## config.mk

```make
export PLATFORM = sky130hd
export DESIGN_NAME = fetch_top
export DESIGN_NICKNAME = d
export VERILOG_FILES = /design/src/hw/fetch_pkg.sv /design/src/hw/branch_predictor.sv /design/src/hw/fetch_ctrl.sv /design/src/hw/fetch_tag.sv /design/src/hw/fetch_top.sv /design/src/hw/pc_gen.sv
export SDC_FILE = /design/constraint.sdc
export NUM_CORES = 1
export LEC_CHECK = 0
export BUFFER_PORTS_ARGS = -buffer_cell sky130_fd_sc_hd__buf_4
export CORE_ASPECT_RATIO = 0.9
export CORE_MARGIN = 5
export CORE_UTILIZATION = 35
export CTS_CLUSTER_SIZE = 12
export DETAILED_ROUTE_END_ITERATION = 8
export PLACE_DENSITY = 0.52
export SLEW_MARGIN = 10
export SYNTH_ARGS = -nofsm -noshare
export SYNTH_HDL_FRONTEND = slang
export SYNTH_SLANG_ARGS = --single-unit
```

## constraint.sdc

```tcl
create_clock -name clk -period 4.7 [get_ports clk]
set_input_delay 0.235 -clock clk [delete_from_list [all_inputs] [get_ports clk]]
set_output_delay 0.235 -clock clk [all_outputs]
set_load 0.005 [all_outputs]
```

## src/hw/fetch_pkg.sv

```systemverilog
package fetch_pkg;

    ////////////////////
    // Basic types
    ////////////////////

    typedef logic [31:0] addr_t;
    typedef logic [5:0]  exc_code_t;

    // Saturating branch counter, upper bit means taken
    typedef logic [1:0]  ctr_t;

    // Source of the next fetch address
    typedef enum logic [1:0] {
        SEL_HOLD     = 2'd0,
        SEL_SEQ      = 2'd1,
        SEL_PRED     = 2'd2,
        SEL_REDIRECT = 2'd3
    } next_sel_e;

    // Idle-wait sequence
    typedef enum logic [1:0] {
        PAUSE_RUN  = 2'd0,
        PAUSE_STEP = 2'd1,
        PAUSE_HOLD = 2'd2
    } pause_state_e;

    ////////////////////
    // Constants
    ////////////////////

    localparam addr_t     RESET_PC      = 32'h1c000000;
    localparam addr_t     BUNDLE_BYTES  = 32'd8;
    localparam addr_t     UNCACHE_LIMIT = 32'h1c000100;

    localparam exc_code_t EXC_NONE = 6'h00;
    localparam exc_code_t EXC_INT  = 6'h00;
    localparam exc_code_t EXC_ADEF = 6'h08;

    // BTB geometry, index from address bits 6:3
    localparam int BTB_ENTRIES = 16;
    localparam int BTB_IDX_W   = 4;
    localparam int BTB_TAG_W   = 25;

endpackage

```

## src/hw/branch_predictor.sv

```systemverilog
`timescale 1ns/1ps

module branch_predictor (
    input  logic             clk,
    input  logic             rst,
    input  fetch_pkg::addr_t fetch_pc_i,
    input  logic             bp_update_i,
    input  logic             bp_update_taken_i,
    input  fetch_pkg::addr_t bp_update_pc_i,
    input  fetch_pkg::addr_t bp_update_target_i,
    output logic             pred_hit_taken_o,
    output fetch_pkg::addr_t pred_target_o
);

    logic [fetch_pkg::BTB_ENTRIES-1:0] valid_q;
    logic [fetch_pkg::BTB_TAG_W-1:0]   tag_q    [fetch_pkg::BTB_ENTRIES];
    fetch_pkg::ctr_t                   ctr_q    [fetch_pkg::BTB_ENTRIES];
    fetch_pkg::addr_t                  target_q [fetch_pkg::BTB_ENTRIES];

    logic [fetch_pkg::BTB_IDX_W-1:0]   rd_idx;
    logic [fetch_pkg::BTB_TAG_W-1:0]   rd_tag;
    logic [fetch_pkg::BTB_IDX_W-1:0]   wr_idx;
    logic [fetch_pkg::BTB_TAG_W-1:0]   wr_tag;
    logic                              rd_hit;
    logic                              wr_hit;

    ////////////////////
    // Lookup
    ////////////////////

    // Tag sits right above the index bits
    assign rd_tag = fetch_pc_i[31 -: fetch_pkg::BTB_TAG_W];
    assign rd_idx = fetch_pc_i[31 - fetch_pkg::BTB_TAG_W -: fetch_pkg::BTB_IDX_W];
    assign rd_hit = valid_q[rd_idx] && (tag_q[rd_idx] == rd_tag);

    assign pred_hit_taken_o = rd_hit && ctr_q[rd_idx][1];
    assign pred_target_o    = target_q[rd_idx];

    ////////////////////
    // Training
    ////////////////////

    assign wr_tag = bp_update_pc_i[31 -: fetch_pkg::BTB_TAG_W];
    assign wr_idx = bp_update_pc_i[31 - fetch_pkg::BTB_TAG_W -: fetch_pkg::BTB_IDX_W];
    assign wr_hit = valid_q[wr_idx] && (tag_q[wr_idx] == wr_tag);

    always_ff @(posedge clk) begin
        if (rst) begin
            valid_q <= '0;
        end else if (bp_update_i && bp_update_taken_i) begin
            valid_q[wr_idx] <= 1'b1;
        end
    end

    always_ff @(posedge clk) begin
        if (bp_update_i) begin
            if (wr_hit) begin
                // Saturating counter step
                if (bp_update_taken_i && (ctr_q[wr_idx] != 2'b11)) begin
                    ctr_q[wr_idx] <= ctr_q[wr_idx] + 2'b01;
                end else if (!bp_update_taken_i && (ctr_q[wr_idx] != 2'b00)) begin
                    ctr_q[wr_idx] <= ctr_q[wr_idx] - 2'b01;
                end
            end else if (bp_update_taken_i) begin
                // New entry starts weakly taken
                tag_q[wr_idx] <= wr_tag;
                ctr_q[wr_idx] <= 2'b10;
            end
            if (bp_update_taken_i) begin
                target_q[wr_idx] <= bp_update_target_i;
            end
        end
    end

endmodule

```

## src/hw/fetch_ctrl.sv

```systemverilog
`timescale 1ns/1ps

module fetch_ctrl (
    input  logic                 clk,
    input  logic                 rst,
    input  logic                 flush_i,
    input  logic                 stall_i,
    input  logic                 pause_i,
    input  logic                 pred_hit_taken_i,
    output fetch_pkg::next_sel_e next_sel_o
);

    fetch_pkg::pause_state_e state_q;
    fetch_pkg::pause_state_e state_d;
    logic                    pause_hold;

    // Last step of the pause sequence is already done
    assign pause_hold = pause_i && (state_q != fetch_pkg::PAUSE_RUN);

    ////////////////////
    // Pause FSM
    ////////////////////

    always_comb begin
        state_d = state_q;
        if (flush_i) begin
            state_d = fetch_pkg::PAUSE_RUN;
        end else begin
            case (state_q)
                fetch_pkg::PAUSE_RUN: begin
                    if (pause_i) begin
                        state_d = fetch_pkg::PAUSE_STEP;
                    end
                end
                fetch_pkg::PAUSE_STEP: begin
                    state_d = pause_i ? fetch_pkg::PAUSE_HOLD : fetch_pkg::PAUSE_RUN;
                end
                fetch_pkg::PAUSE_HOLD: begin
                    if (!pause_i) begin
                        state_d = fetch_pkg::PAUSE_RUN;
                    end
                end
                default: begin
                    state_d = fetch_pkg::PAUSE_RUN;
                end
            endcase
        end
    end

    always_ff @(posedge clk) begin
        if (rst) begin
            state_q <= fetch_pkg::PAUSE_RUN;
        end else begin
            state_q <= state_d;
        end
    end

    ////////////////////
    // Next-address priority
    ////////////////////

    always_comb begin
        if (flush_i) begin
            next_sel_o = fetch_pkg::SEL_REDIRECT;
        end else if (pause_hold || stall_i) begin
            next_sel_o = fetch_pkg::SEL_HOLD;
        end else if (pred_hit_taken_i) begin
            next_sel_o = fetch_pkg::SEL_PRED;
        end else begin
            next_sel_o = fetch_pkg::SEL_SEQ;
        end
    end

    a_redirect_iff_flush: assert property (@(posedge clk) disable iff (rst)
        (next_sel_o == fetch_pkg::SEL_REDIRECT) == flush_i);

endmodule

```

## src/hw/fetch_tag.sv

```systemverilog
`timescale 1ns/1ps

module fetch_tag (
    input  logic                 clk,
    input  logic                 rst,
    input  fetch_pkg::addr_t     fetch_pc_i,
    input  logic                 interrupt_i,
    input  logic                 flush_i,
    output logic                 exc_valid_o,
    output fetch_pkg::exc_code_t exc_code_o,
    output logic                 uncache_o,
    output logic                 inst_en_o
);

    logic int_pending_q;
    logic misaligned;

    ////////////////////
    // Fetch exceptions
    ////////////////////

    // Interrupt stays pending until the back end flushes
    always_ff @(posedge clk) begin
        if (rst) begin
            int_pending_q <= 1'b0;
        end else if (flush_i) begin
            int_pending_q <= 1'b0;
        end else if (interrupt_i) begin
            int_pending_q <= 1'b1;
        end
    end

    assign misaligned  = |fetch_pc_i[1:0];
    assign exc_valid_o = int_pending_q || misaligned;

    always_comb begin
        if (int_pending_q) begin
            exc_code_o = fetch_pkg::EXC_INT;
        end else if (misaligned) begin
            exc_code_o = fetch_pkg::EXC_ADEF;
        end else begin
            exc_code_o = fetch_pkg::EXC_NONE;
        end
    end

    ////////////////////
    // Boot window decode
    ////////////////////

    assign uncache_o = (fetch_pc_i <= fetch_pkg::UNCACHE_LIMIT);
    assign inst_en_o = !uncache_o;

endmodule

```

## src/hw/fetch_top.sv

```systemverilog
`timescale 1ns/1ps

module fetch_top (
    input  logic                 clk,
    input  logic                 rst,
    input  logic                 flush_i,
    input  logic                 stall_i,
    input  logic                 pause_i,
    input  logic                 interrupt_i,
    input  fetch_pkg::addr_t     new_pc_i,
    input  logic                 bp_update_i,
    input  logic                 bp_update_taken_i,
    input  fetch_pkg::addr_t     bp_update_pc_i,
    input  fetch_pkg::addr_t     bp_update_target_i,
    output fetch_pkg::addr_t     fetch_pc_o,
    output logic                 exc_valid_o,
    output fetch_pkg::exc_code_t exc_code_o,
    output logic                 uncache_o,
    output logic                 inst_en_o
);

    fetch_pkg::addr_t     fetch_pc;
    fetch_pkg::addr_t     pred_target;
    logic                 pred_hit_taken;
    fetch_pkg::next_sel_e next_sel;

    assign fetch_pc_o = fetch_pc;

    fetch_ctrl u_ctrl (
        .clk              (clk),
        .rst              (rst),
        .flush_i          (flush_i),
        .stall_i          (stall_i),
        .pause_i          (pause_i),
        .pred_hit_taken_i (pred_hit_taken),
        .next_sel_o       (next_sel)
    );

    pc_gen u_pc (
        .clk           (clk),
        .rst           (rst),
        .next_sel_i    (next_sel),
        .new_pc_i      (new_pc_i),
        .pred_target_i (pred_target),
        .fetch_pc_o    (fetch_pc)
    );

    branch_predictor u_bp (
        .clk                (clk),
        .rst                (rst),
        .fetch_pc_i         (fetch_pc),
        .bp_update_i        (bp_update_i),
        .bp_update_taken_i  (bp_update_taken_i),
        .bp_update_pc_i     (bp_update_pc_i),
        .bp_update_target_i (bp_update_target_i),
        .pred_hit_taken_o   (pred_hit_taken),
        .pred_target_o      (pred_target)
    );

    // Exception and cache attributes of the current fetch address
    fetch_tag u_tag (
        .clk         (clk),
        .rst         (rst),
        .fetch_pc_i  (fetch_pc),
        .interrupt_i (interrupt_i),
        .flush_i     (flush_i),
        .exc_valid_o (exc_valid_o),
        .exc_code_o  (exc_code_o),
        .uncache_o   (uncache_o),
        .inst_en_o   (inst_en_o)
    );

endmodule

```

## src/hw/pc_gen.sv

```systemverilog
`timescale 1ns/1ps

module pc_gen (
    input  logic                 clk,
    input  logic                 rst,
    input  fetch_pkg::next_sel_e next_sel_i,
    input  fetch_pkg::addr_t     new_pc_i,
    input  fetch_pkg::addr_t     pred_target_i,
    output fetch_pkg::addr_t     fetch_pc_o
);

    fetch_pkg::addr_t seq_pc;
    fetch_pkg::addr_t next_pc;

    // Next bundle, two instructions further
    assign seq_pc = fetch_pc_o + fetch_pkg::BUNDLE_BYTES;

    always_comb begin
        case (next_sel_i)
            fetch_pkg::SEL_REDIRECT: begin
                next_pc = new_pc_i;
            end
            fetch_pkg::SEL_PRED: begin
                next_pc = pred_target_i;
            end
            fetch_pkg::SEL_SEQ: begin
                next_pc = seq_pc;
            end
            default: begin
                next_pc = fetch_pc_o;
            end
        endcase
    end

    ////////////////////
    // PC register
    ////////////////////

    always_ff @(posedge clk) begin
        if (rst) begin
            fetch_pc_o <= fetch_pkg::RESET_PC;
        end else begin
            fetch_pc_o <= next_pc;
        end
    end

    a_hold_keeps_pc: assert property (@(posedge clk) disable iff (rst)
        (next_sel_i == fetch_pkg::SEL_HOLD) |=> (fetch_pc_o == $past(fetch_pc_o)));

endmodule

```

* Word-level counts from Yosys, hierarchy flattened
Memories as Yosys holds them, arrays and structs flattened. A register that Yosys moved wholly into a read port is not among the register bits. Cells that the tools add are included.
Cells by class: bitwise logic cells 3, $lt $le $gt $ge 4, add/subtract/negate cells 3, equality and inequality tests 10, reduce and logical (&&, ||, !) cells 19, muxes and demuxes 39
Operators by type and width (number):
- 32-bit one-hot mux with 3 select lines | 1
- 25-bit equality test | 2
- 32-bit by 4-bit adder with 32-bit output, second input constant | 1
- 32-bit by 29-bit <= comparator with 1-bit output, second input constant | 1
- 4-bit two-way mux | 7
- 1-bit two-way mux | 18
- 2-bit two-way mux | 8
- 16-bit bitwise OR | 1
- 4-bit by 5-bit < comparator with 1-bit output, second input constant | 2
- 1-bit binary-select mux with 4-bit select | 2
- 1-bit logical AND | 8
- 2-bit equality test, second input constant | 3
- 6-bit two-way mux | 1
- 2-bit inequality test, second input constant | 3
- 2-bit one-hot mux with 3 select lines | 1
- 1-bit demux with 4-bit select | 1
- 2-bit by 1-bit equality test with 1-bit output, second input constant | 2
- 4-bit by 1-bit greater-or-equal comparator with 1-bit output, second input constant | 1
- 2-bit nonzero test | 2
- 2-bit OR reduction | 2
- 3-bit nonzero test | 1
- 2-bit by 1-bit adder with 2-bit output, second input constant | 1
- 1-bit zero test | 2
- 2-bit zero test | 1
- 4 further kinds | 6
Word-level totals: logic and storage cells 85, memory bits (writable) 944, input port bits 104, output and inout bits 41, memories 3, register bits 51
Memories:
- u_bp.target_q | words 16, bits a word 32, read ports 1, clocked after Yosys merged registers in 1, write ports 1, RTL line branch_predictor.sv:18 | fetch_pkg::addr_t target_q [fetch_pkg::BTB_ENTRIES];
- u_bp.tag_q | words 16, bits a word 25, read ports 2, clocked after Yosys merged registers in 1, write ports 1, RTL line branch_predictor.sv:16 | logic [fetch_pkg::BTB_TAG_W-1:0] tag_q [fetch_pkg::BTB_ENTRIES];
- u_bp.ctr_q | words 16, bits a word 2, read ports 2, clocked after Yosys merged registers in 1, write ports 1, RTL line branch_predictor.sv:17 | fetch_pkg::ctr_t ctr_q [fetch_pkg::BTB_ENTRIES];

* Depth between registers and ports, before layout
Gate-level depths: netlist of the first run.
depth after elaboration 11, depth in mapped cells 19, gate-level depth less buffers 14

* Hierarchy
Synthesis of the first run repeated with hierarchy kept, for this count alone.
Unflattened totals: cell total of the unflattened synthesis 2269, area, all modules 43510.5 µm²
Modules (own cells, without submodules):
- branch_predictor | times used 1, cells each 1930, area each 40938.0 µm²
- pc_gen | times used 1, cells each 301, area each 2288.4 µm²
- fetch_tag | times used 1, cells each 27, area each 182.7 µm²
- fetch_ctrl | times used 1, cells each 11, area each 101.3 µm²

* Worst setup path before layout of the first run
No wires, ideal clock.
path type input to register, from in bp_update_pc_i[3], to mem u_bp.tag_q[10][0] (netlist name), enable pin, path slack -0.178 ns, arrival 4.439 ns, setup time 0.438 ns, stages on the path 13, cell sequence buf_2 buf_6 buf_4 buf_2 mux4_2 o22ai_1 o22ai_1 a32oi_1 a21oi_1 nand4_1 nor2_1 buf_4 nor3_1
On the way: longest elaborated chain between the ends 6, elaborated cells between the ends (all ways) 8, those cells by class eq/ne: 1; mux: 5; reduce/logical: 1; memory: 1
RTL lines:
- start: declaration | RTL line fetch_top.sv:13 | input fetch_pkg::addr_t bp_update_pc_i,
- memory read 16 x 25 bit / 1-bit binary-select mux with 4-bit select (equally long branches)
- 25-bit equality test / 1-bit two-way mux (equally long branches) | RTL line branch_predictor.sv:45 | assign wr_hit = valid_q[wr_idx] && (tag_q[wr_idx] == wr_tag);
- 1-bit logical AND | RTL line branch_predictor.sv:45
- 1-bit two-way mux | RTL line branch_predictor.sv:57 | if (wr_hit) begin
- 1-bit two-way mux | RTL line branch_predictor.sv:56 | if (bp_update_i) begin
- 1-bit two-way mux (implied by the code) | RTL line branch_predictor.sv:66 | tag_q[wr_idx] <= wr_tag;
- end: declaration | RTL line branch_predictor.sv:16
Parallel ways exist; a longest one is shown, timed or not. The select of a mux whose other input is x is not followed.

==> results of run 1 <==
-- worst max path at each step --
stage | startpoint | to | slack, ns
4_1_cts | register | register | 0.13
3_3_place_gp | register | register | 0.06
6_report | register | register | 0.26
3_5_place_dp | register | register | 0.16
5_1_grt | register | register | 0.03
2_1_floorplan | bp_update_pc_i[3] | u_bp.tag_q[10][0] | -0.18
-- power breakdown --
group	leakage [nW]	internal (mW)	total, mW	switching (mW)
combinational	5.94	1.11	2.32	1.21
clock	1.57	4.40	7.87	3.47
sequential	8.96	9.87	10.0	0.150
-- kinds of logic after synthesis --
kind of cell,after synthesis,synth area share (%)
flip-flops,999,67.72
multiplexers,460,22.57
AND/OR/NAND/NOR,296,3.303
buffers and inverters,176,1.810
AO/OA/AOI/OAI,168,2.779
XOR/XNOR,82,1.669
adder cells (fa/ha/maj),5,0.1439
other,1,0.008624
-- state kept, by name, summed over array words and instances, names as in the netlist, named ones only --
signal / flops
u_bp.target_q: 512
u_tag.int_pending_q: 1
u_bp.tag_q: 400
u_ctrl.state_q: 2
u_bp.valid_q: 16
u_pc.fetch_pc_o: 32
u_bp.ctr_q: 32
-- synth_stat cells (all sizes together), types with 4 or more instances --
| cell type | n |
|---|---|
| buf | 71 |
| a311oi | 4 |
| and3 | 7 |
| mux2i | 41 |
| xnor2 | 43 |
| nand2b | 6 |
| clkbuf | 84 |
| mux2 | 5 |
| and2 | 6 |
| nand3 | 18 |
| nor3 | 35 |
| nor4 | 11 |
| a2111oi | 8 |
| mux4 | 414 |
| o22ai | 7 |
| a221oi | 5 |
| nand2 | 46 |
| edfxtp | 944 |
| xor2 | 39 |
| nor2b | 5 |
| nor2 | 125 |
| dfxtp | 55 |
| a22oi | 28 |
| nor4b | 4 |
| o21ai | 14 |
| a21oi | 45 |
| ha | 5 |
| or3 | 5 |
| a211oi | 30 |
| and4 | 4 |
| inv | 21 |
| nand4 | 14 |
-- cell type report --
class	instances	area [µm²]
sequential	999	29460
clock inverter	46	400.4
multi-input combinational	1016	13470
antenna	5	12.51
fill	10653	71270
inverter	21	78.83
clock buffer	144	2838
tap	1612	2017
timing repair buffer	393	3632
-- metal layers --
layer | GRT usage (%) | wire, µm | vias up
met5 | 0 | 0 | -
met4 | 4.497 | 2585 | 0
met3 | 3.506 | 8512 | 172
met2 | 31.19 | 61610 | 926
met1 | 27.02 | 55090 | 13194
li1 | - | - | 9940
-- tightest hold or removal path: cells and delay by family --
kind,cells,cell delay [ns]
compound gates,2,0.18
buf+inv,1,0.13
simple gates,2,0.18
-- per-stage QoR --
step | setup TNS [ns] | instances | util [%]
after global routing | 0 | 4233 | 42.14
after floorplan | -48.59 | 2191 | -
after global placement | 0 | 3938 | 38.62
after CTS | 0 | 4223 | 42.02
after detailed placement | 0 | 3938 | 38.62
final | 0 | 4236 | 42.14
-- timing repair --
action,4_1_cts,5_1_grt
hold buffers,95,0
setup endpoints to repair,0,23
setup buffers,0,8
endpoints found under the hold margin,967,0
resized for setup,0,2
==> flow_results.org, run 1 <==
** Place
- OpenSTA, run right after detailed placement, puts the worst setup slack at 0.1572 ns.
- Input and output buffers added on the ports amount to 136.
- Once placement finished, the instance area stood at 47570 µm².
- At the end of routability-driven placement, the weighted congestion stood at 0.8270.
- Once detailed placement completed, the half-perimeter wirelength came to roughly 78 mm.

** Drt
- Post-detailed-route DRC marker count :: 0
- Once detail routing completed, the nets flagged for antenna violations numbered 0.
- Routed length per instance :: 30.17 µm
- Summed over all layers, the routed wires come to 127.8 mm.
- The detailed router placed 24232 vias in this run.
- For this run, the detailed router's first-pass iteration total came to 5.
- After detailed routing, the number of vias per cell comes to 5.720.
- Number of DRC violations after detailed-routing iteration 0 :: 2531

** Critical path
- CP startpoint kind :: register
- For the worst setup path, the data required time is between 5 and 6 ns.
- Cell with the biggest individual delay on the critical path :: mux4_2
- Cell family with most CP delay :: buffers and inverters
- Sort of element at the end of the critical path :: register
- The worst register-to-register path has a depth of 18.
- Together, buffers and inverters on the worst path number 7.
- Most common cell on crit path :: buf_4
- Critical path start-end classification :: reg2reg
- Along the worst path, the maximum fanout reaches 8.
- Data arrives at the worst endpoint at about 5 ns.
- Crit. path cell count :: 18
- The critical path goes through buf_12 > buf_12 > buf_4 > mux4_2 > mux4_2 > xor2_1 > nor4_1 > buf_4 > nand4_1 > buf_4 > o21ba_2 > ha_2 > inv_1 > buf_4 > a221oi_1 > nor3_1 > a21oi_1 > nor2_1.
- Setup slack on the worst reg-to-reg path comes out at between 0.2 and 0.3 ns.
- Maximum single-stage delay on the critical path :: 0.54 ns

** Clock tree
- The H-tree generated during clock tree synthesis spans 3 levels.
- Clock-pin slew was measured on the worst setup and hold paths at approximately 0.060 ns.
- Counting along the longest clock path gives a buffer depth of 3.
- At the later pin of the worst-skew pair, clock insertion delay measures slightly above 0.7 ns.
- CTS saw 999 sinks.
- TritonCTS built the clock tree.
- In this run, CTS created clock tree buffers numbering around 110.
- Master cell of the clock root buffer :: clkbuf_16

** Global route
- After global routing the overflow that remains totals 0.
- The via count of the first global-routing pass is 24883.
- The first global-routing pass estimated 181.9 mm of wire.
- GRT Resource Usage Total :: 19.14%
- The initial antenna violation count is 8.
- Entering global routing, the biggest net connects 62 pins.

** Yosys
- Synthesis handed over a netlist of 2187 instances.
- The synthesized design spends more area on one cell type than any other, namely edfxtp_1.
- Yosys mapped a number of flops with a built-in enable equal to 944.
- Summed over its instances, the top area cell type makes up between 60% and 70% of the synthesized netlist area.
- Yosys Warn Count :: 0
- Async SR Flop Fraction :: 0%
- Counting flops and latches in the post-synthesis netlist gives 999.
- By area the synthesized netlist is led by edfxtp_1, mux4_2, dfxtp_1.
- For this run, the leading register cell type out of synthesis is edfxtp_1.
- For this run, the register share of the synthesized area comes to 67.72%.
- The netlist uses 69 different library cells.
- Synth Area per Inst :: about 20 µm²
- Summed instance area of the synthesized netlist :: 43490 µm²

** Timing
- The tightest hold path in the finished design has a slack of approximately 0.18 ns.
- The max-slew violation count is 0.
- For the pin with the worst max-slew slack, the measured transition is 1.307 ns.
- Subtracting the final worst setup slack from the clock period gives 4.437 ns.
- The number of hold-slack violations in the final timing report came to 0.
- Remaining max-slew budget at the tightest pin :: 12.40%
- RSZ-0062 raised after global routing :: false
- Count of final setup violators :: 0
- Setup Skew :: 0.05425 ns
- Once routing completed, OpenROAD measured the worst setup slack at 0.2625 ns.
- Fmax :: 225.4 MHz
- Of the available clock period, the critical path in the final layout requires 94.41%.

** Layout
- Layout cells sized above 1 :: 34.48%
- After the last flow step, the layout net total stands at 2647.
- Once layout is done, the placed cells without fillers occupy 51910 µm².
- Most common cell after layout, fill and taps aside :: edfxtp_1
- Relative to the synthesized area, the layout overhead comes to 19.38%.
- The library cells used most frequently in the layout, excluding fill and tap cells, are edfxtp_1, mux4_2, buf_4, nor2_1, clkbuf_16.

** Min path
- In this run the most critical hold path is launched from bp_update_taken_i.
- The min-delay analysis places its worst path in the category in2reg.
- For hold timing, the worst endpoint is u_bp.ctr_q[15][1].
- Hold-critical path depth :: 5

** Status
- The run finished with clean final reports.

** Die
- For this design the top-level I/O count stands at 145.
- Once the floorplan was initialized, standard cells occupied between 30% and 40% of the core.
- Die Width :: 381.6 µm
- The die covers 131400 µm².
- The core region is about 120000 µm².
- The floorplan has 122 rows.
- In this run the vertical extent of the chip is between 300 and 400 µm.

** Power
- In this run the static leakage power is 16.46 nW.
- PD cells :: 389.5 nW/µm²
- Power, Total :: slightly above 20 mW
- Peak supply drop :: 0.2518 mV

** Flow run
- Count of max-cap constraint violations :: 0
Power figures use the tool's default switching activity.
==> inputs of run 2 (changes only) <==
CORE_MARGIN = default   (was 5)
==> run 2 against run 1 <==
Effect of this change:
- critical path type unchanged
- global-route usage is 1.0 points higher
- clock skew is 0.015 ns lower
- maximum frequency is 0.56% lower
- combinational power is 3% lower
- largest cell class unchanged
- final cell count is 0.35% lower
- setup slack worse by 0.025 ns
- highest routed layer is now met5
- core utilization is 0.083 points higher
==> flow_results.org, run 2 (synthesized netlist as in run 1, its figures left out) <==
** Status
- Status :: finished, final reports clean

** Clock tree
- Cts bufs inserted :: approximately 110
- Clock tree from TritonCTS :: yes
- Clock-pin slew was measured on the worst setup and hold paths at roughly 0.060 ns.
- CTS Buffer Depth :: 3
- Clk Latency, worst-skew pair :: 0.71 ns
- Number of H-tree branching levels :: 3
- Master cell of the clock root buffer :: clkbuf_16
- # clock sinks :: ~1000

** Layout
- After routing the design area is between 50000 and 60000 µm².
- Most used cells in the layout excluding fill and tap cells :: edfxtp_1, mux4_2, buf_4, nor2_1, clkbuf_16
- In the final layout, the multi-input gates occupy 13470 µm².
- Regs by FF count :: u_bp.target_q: 512 flops, u_bp.tag_q: 400 flops
- Storage element area :: around 29000 µm²
- Most common cell after layout, fill and taps aside :: edfxtp_1
- Signed area change from the synthesized netlist to the final layout :: 19.47%
- Final-stage net count :: approximately 2600
- Layout filler cell count :: approximately 11000
- Ranked by flip-flop count, first place goes to u_bp.target_q.
- The post-route netlist has 34.16% of its cells at a drive strength greater than 1.
- Max FFs per register :: around 500

** Global route
- After global routing the overflow that remains totals 0.
- Pin count of the biggest net entering global routing :: 58
- GRT Resource Usage Total :: 20.17%
- Wire length of the first global-routing pass :: between 150 and 200 mm
- The via count of the first global-routing pass came to approximately 25000.
- Initial antenna violation count :: 7

** Critical path
- CP startpoint kind :: register
- In this design, the stage delay of the slowest critical-path cell is 0.54 ns.
- Cell with the biggest individual delay on the critical path :: mux4_2
- Crit. path cell count :: 17
- The critical path contains buffers and inverters numbering 6 combined.
- Most common cell on crit path :: buf_4
- Walking the worst path, the cells encountered are buf_12 > buf_4 > mux4_2 > mux4_2 > xor2_1 > nor4_1 > buf_4 > nand4_1 > buf_4 > o21ba_2 > ha_2 > inv_1 > buf_12 > a221oi_1 > nor3_1 > a21oi_1 > nor2_1.
- Measured in cells, the most critical reg-to-reg path has a length of 17.
- Critical path start-end classification :: reg2reg
- Broken down by cell family, the worst path's largest delay share belongs to buffers and inverters.
- Of all nets on the critical path, the largest fanout is 13.
- Critical Path RT :: approximately 5.2 ns
- The worst setup path is captured at a register.
- At the worst endpoint, the arrival time is 5.00 ns.

** Drt
- Met2 WL post-DR :: 61.80 mm
- Routed length per instance :: 30.07 µm
- Once detail routing completed, the nets flagged for antenna violations numbered 0.
- Post-detailed-route DRC marker count :: 0
- Number of iterations in the first detailed-routing pass :: 7
- For this block, wires on met1 add up to 54.02 mm.
- Number of vias in the routed layout :: 23906
- After detailed routing, the met3 layer carries 8.733 mm of wire.
- Number of vias per cell after detailed routing :: approximately 5.7
- For this block, the routed nets add up to 126.9 mm of wire.
- In this run, the number of DRC markers left after iteration 0 of detailed routing was 2713.
- Top routing layer in use :: met5

** Die
- Die Y-Extent :: 336.4 µm
- Cell Rows :: 122
- Starting utilization of the core area :: 35.34%
- IO Pins :: around 150
- Measured along the x axis, the die boundary spans 373.6 µm.
- The core region is 123000 µm².
- Die area :: 125700 µm²

** Power
- Across the VDD grid, the largest voltage drop is 0.2839 mV.
- Summed over all cells, the static leakage comes to 16.44 nW.
- PD cells :: 391.9 nW/µm²

** Timing
- Final period util :: 94.94%
- Total Neg Setup Slack :: 0 ns
- Static timing analysis puts the maximum clock frequency at 224.1 MHz.
- The max-slew violation count was 0.
- RSZ-0062 raised after global routing :: false
- At the pin with the least slew margin, the transition time is 1.086 ns.
- The clock arrives with slightly below 0.04 ns of skew.
- Remaining max-slew budget at the tightest pin :: 26.94%
- Final critical path time including I/O delays and setup :: 4.462 ns
- Setup violations remaining at the end of the flow were counted as 0.
- The number of hold-slack violations in the final timing report is 0.

** Min path
- Hold-critical path depth :: 5
- Hold Crit Class :: in2reg

** Place
- Post-place instance area :: between 40000 and 50000 µm²
- Final RePlAce weighted congestion :: 0.8327
- The wire-length estimate of the detail-placed layout is 77.07 mm.
- Buffers placed on the I/O ports in this run total 136.

** Flow run
- The tool flagged a number of max-cap violations equal to 0.
run 2: where the power goes:
| part | internal (mW) | switching (mW) | total [mW] |
|---|---|---|---|
| clock network | 4.54 | 3.52 | 8.06 |
| logic | 1.09 | 1.17 | 2.25 |
| registers | 9.87 | 0.171 | 10.0 |
run 2: worst register-to-register path, stage by stage (launching register included):
cell and delay, ns:
dfxtp_4 0.41, buf_12 0.19, buf_4 0.32, mux4_2 0.54
mux4_2 0.53, xor2_1 0.17, nor4_1 0.33, buf_4 0.20
nand4_1 0.10, buf_4 0.19, o21ba_2 0.22, ha_2 0.35
inv_1 0.10, buf_12 0.16, a221oi_1 0.22, nor3_1 0.07
a21oi_1 0.15, nor2_1 0.09
run 2: cell type report:
| cell class | instances | area share (%) |
|---|---|---|
| antenna | 1 | 0.004817 |
| clock buffer | 141 | 5.477 |
| clock inverter | 54 | 0.9441 |
| inverter | 21 | 0.1517 |
| multi-input combinational | 1016 | 25.92 |
| sequential | 999 | 56.71 |
| tap | 1612 | 3.882 |
| timing repair buffer | 377 | 6.903 |
run 2: final timing paths:
| path | start | end | slack (ns) |
|---|---|---|---|
| max | register | register | 0.24 |
| min | new_pc_i[4] | register | 0.06 |
| max reg2reg | register | register | 0.24 |
| min reg2reg | u_bp.valid_q[12] | u_bp.valid_q[12] | 0.50 |
run 2: timing repair:
action	CTS	global route
resized for setup	0	1
setup buffers	0	1
endpoints found under the hold margin	950	0
hold buffers	93	0
endpoints found under the setup margin	0	22
run 2: per-layer routing:
| metal | vias up | track usage, % |
|---|---|---|
| li1 | 9904 | - |
| met1 | 12924 | 28.17 |
| met2 | 911 | 33.06 |
| met3 | 159 | 3.560 |
| met4 | 8 | 4.343 |
| met5 | - | 0 |
run 2: per-stage QoR:
step / power [mW] / hold WS [ns] / instances / utilization [%] / worst slack [ns]
floorplan: 11.49 / 0.3339 / 2191 / - / -0.1775
global placement: 12.41 / 0.4326 / 3931 / 38.75 / 0.05143
detailed placement: 12.44 / 0.4404 / 3931 / 38.75 / 0.07104
CTS: 20.56 / 0.02421 / 4219 / 42.21 / 0.04340
global route: 21.02 / 0.06616 / 4221 / 42.23 / 0.04653
finish: 20.36 / 0.06295 / 4221 / 42.23 / 0.2377
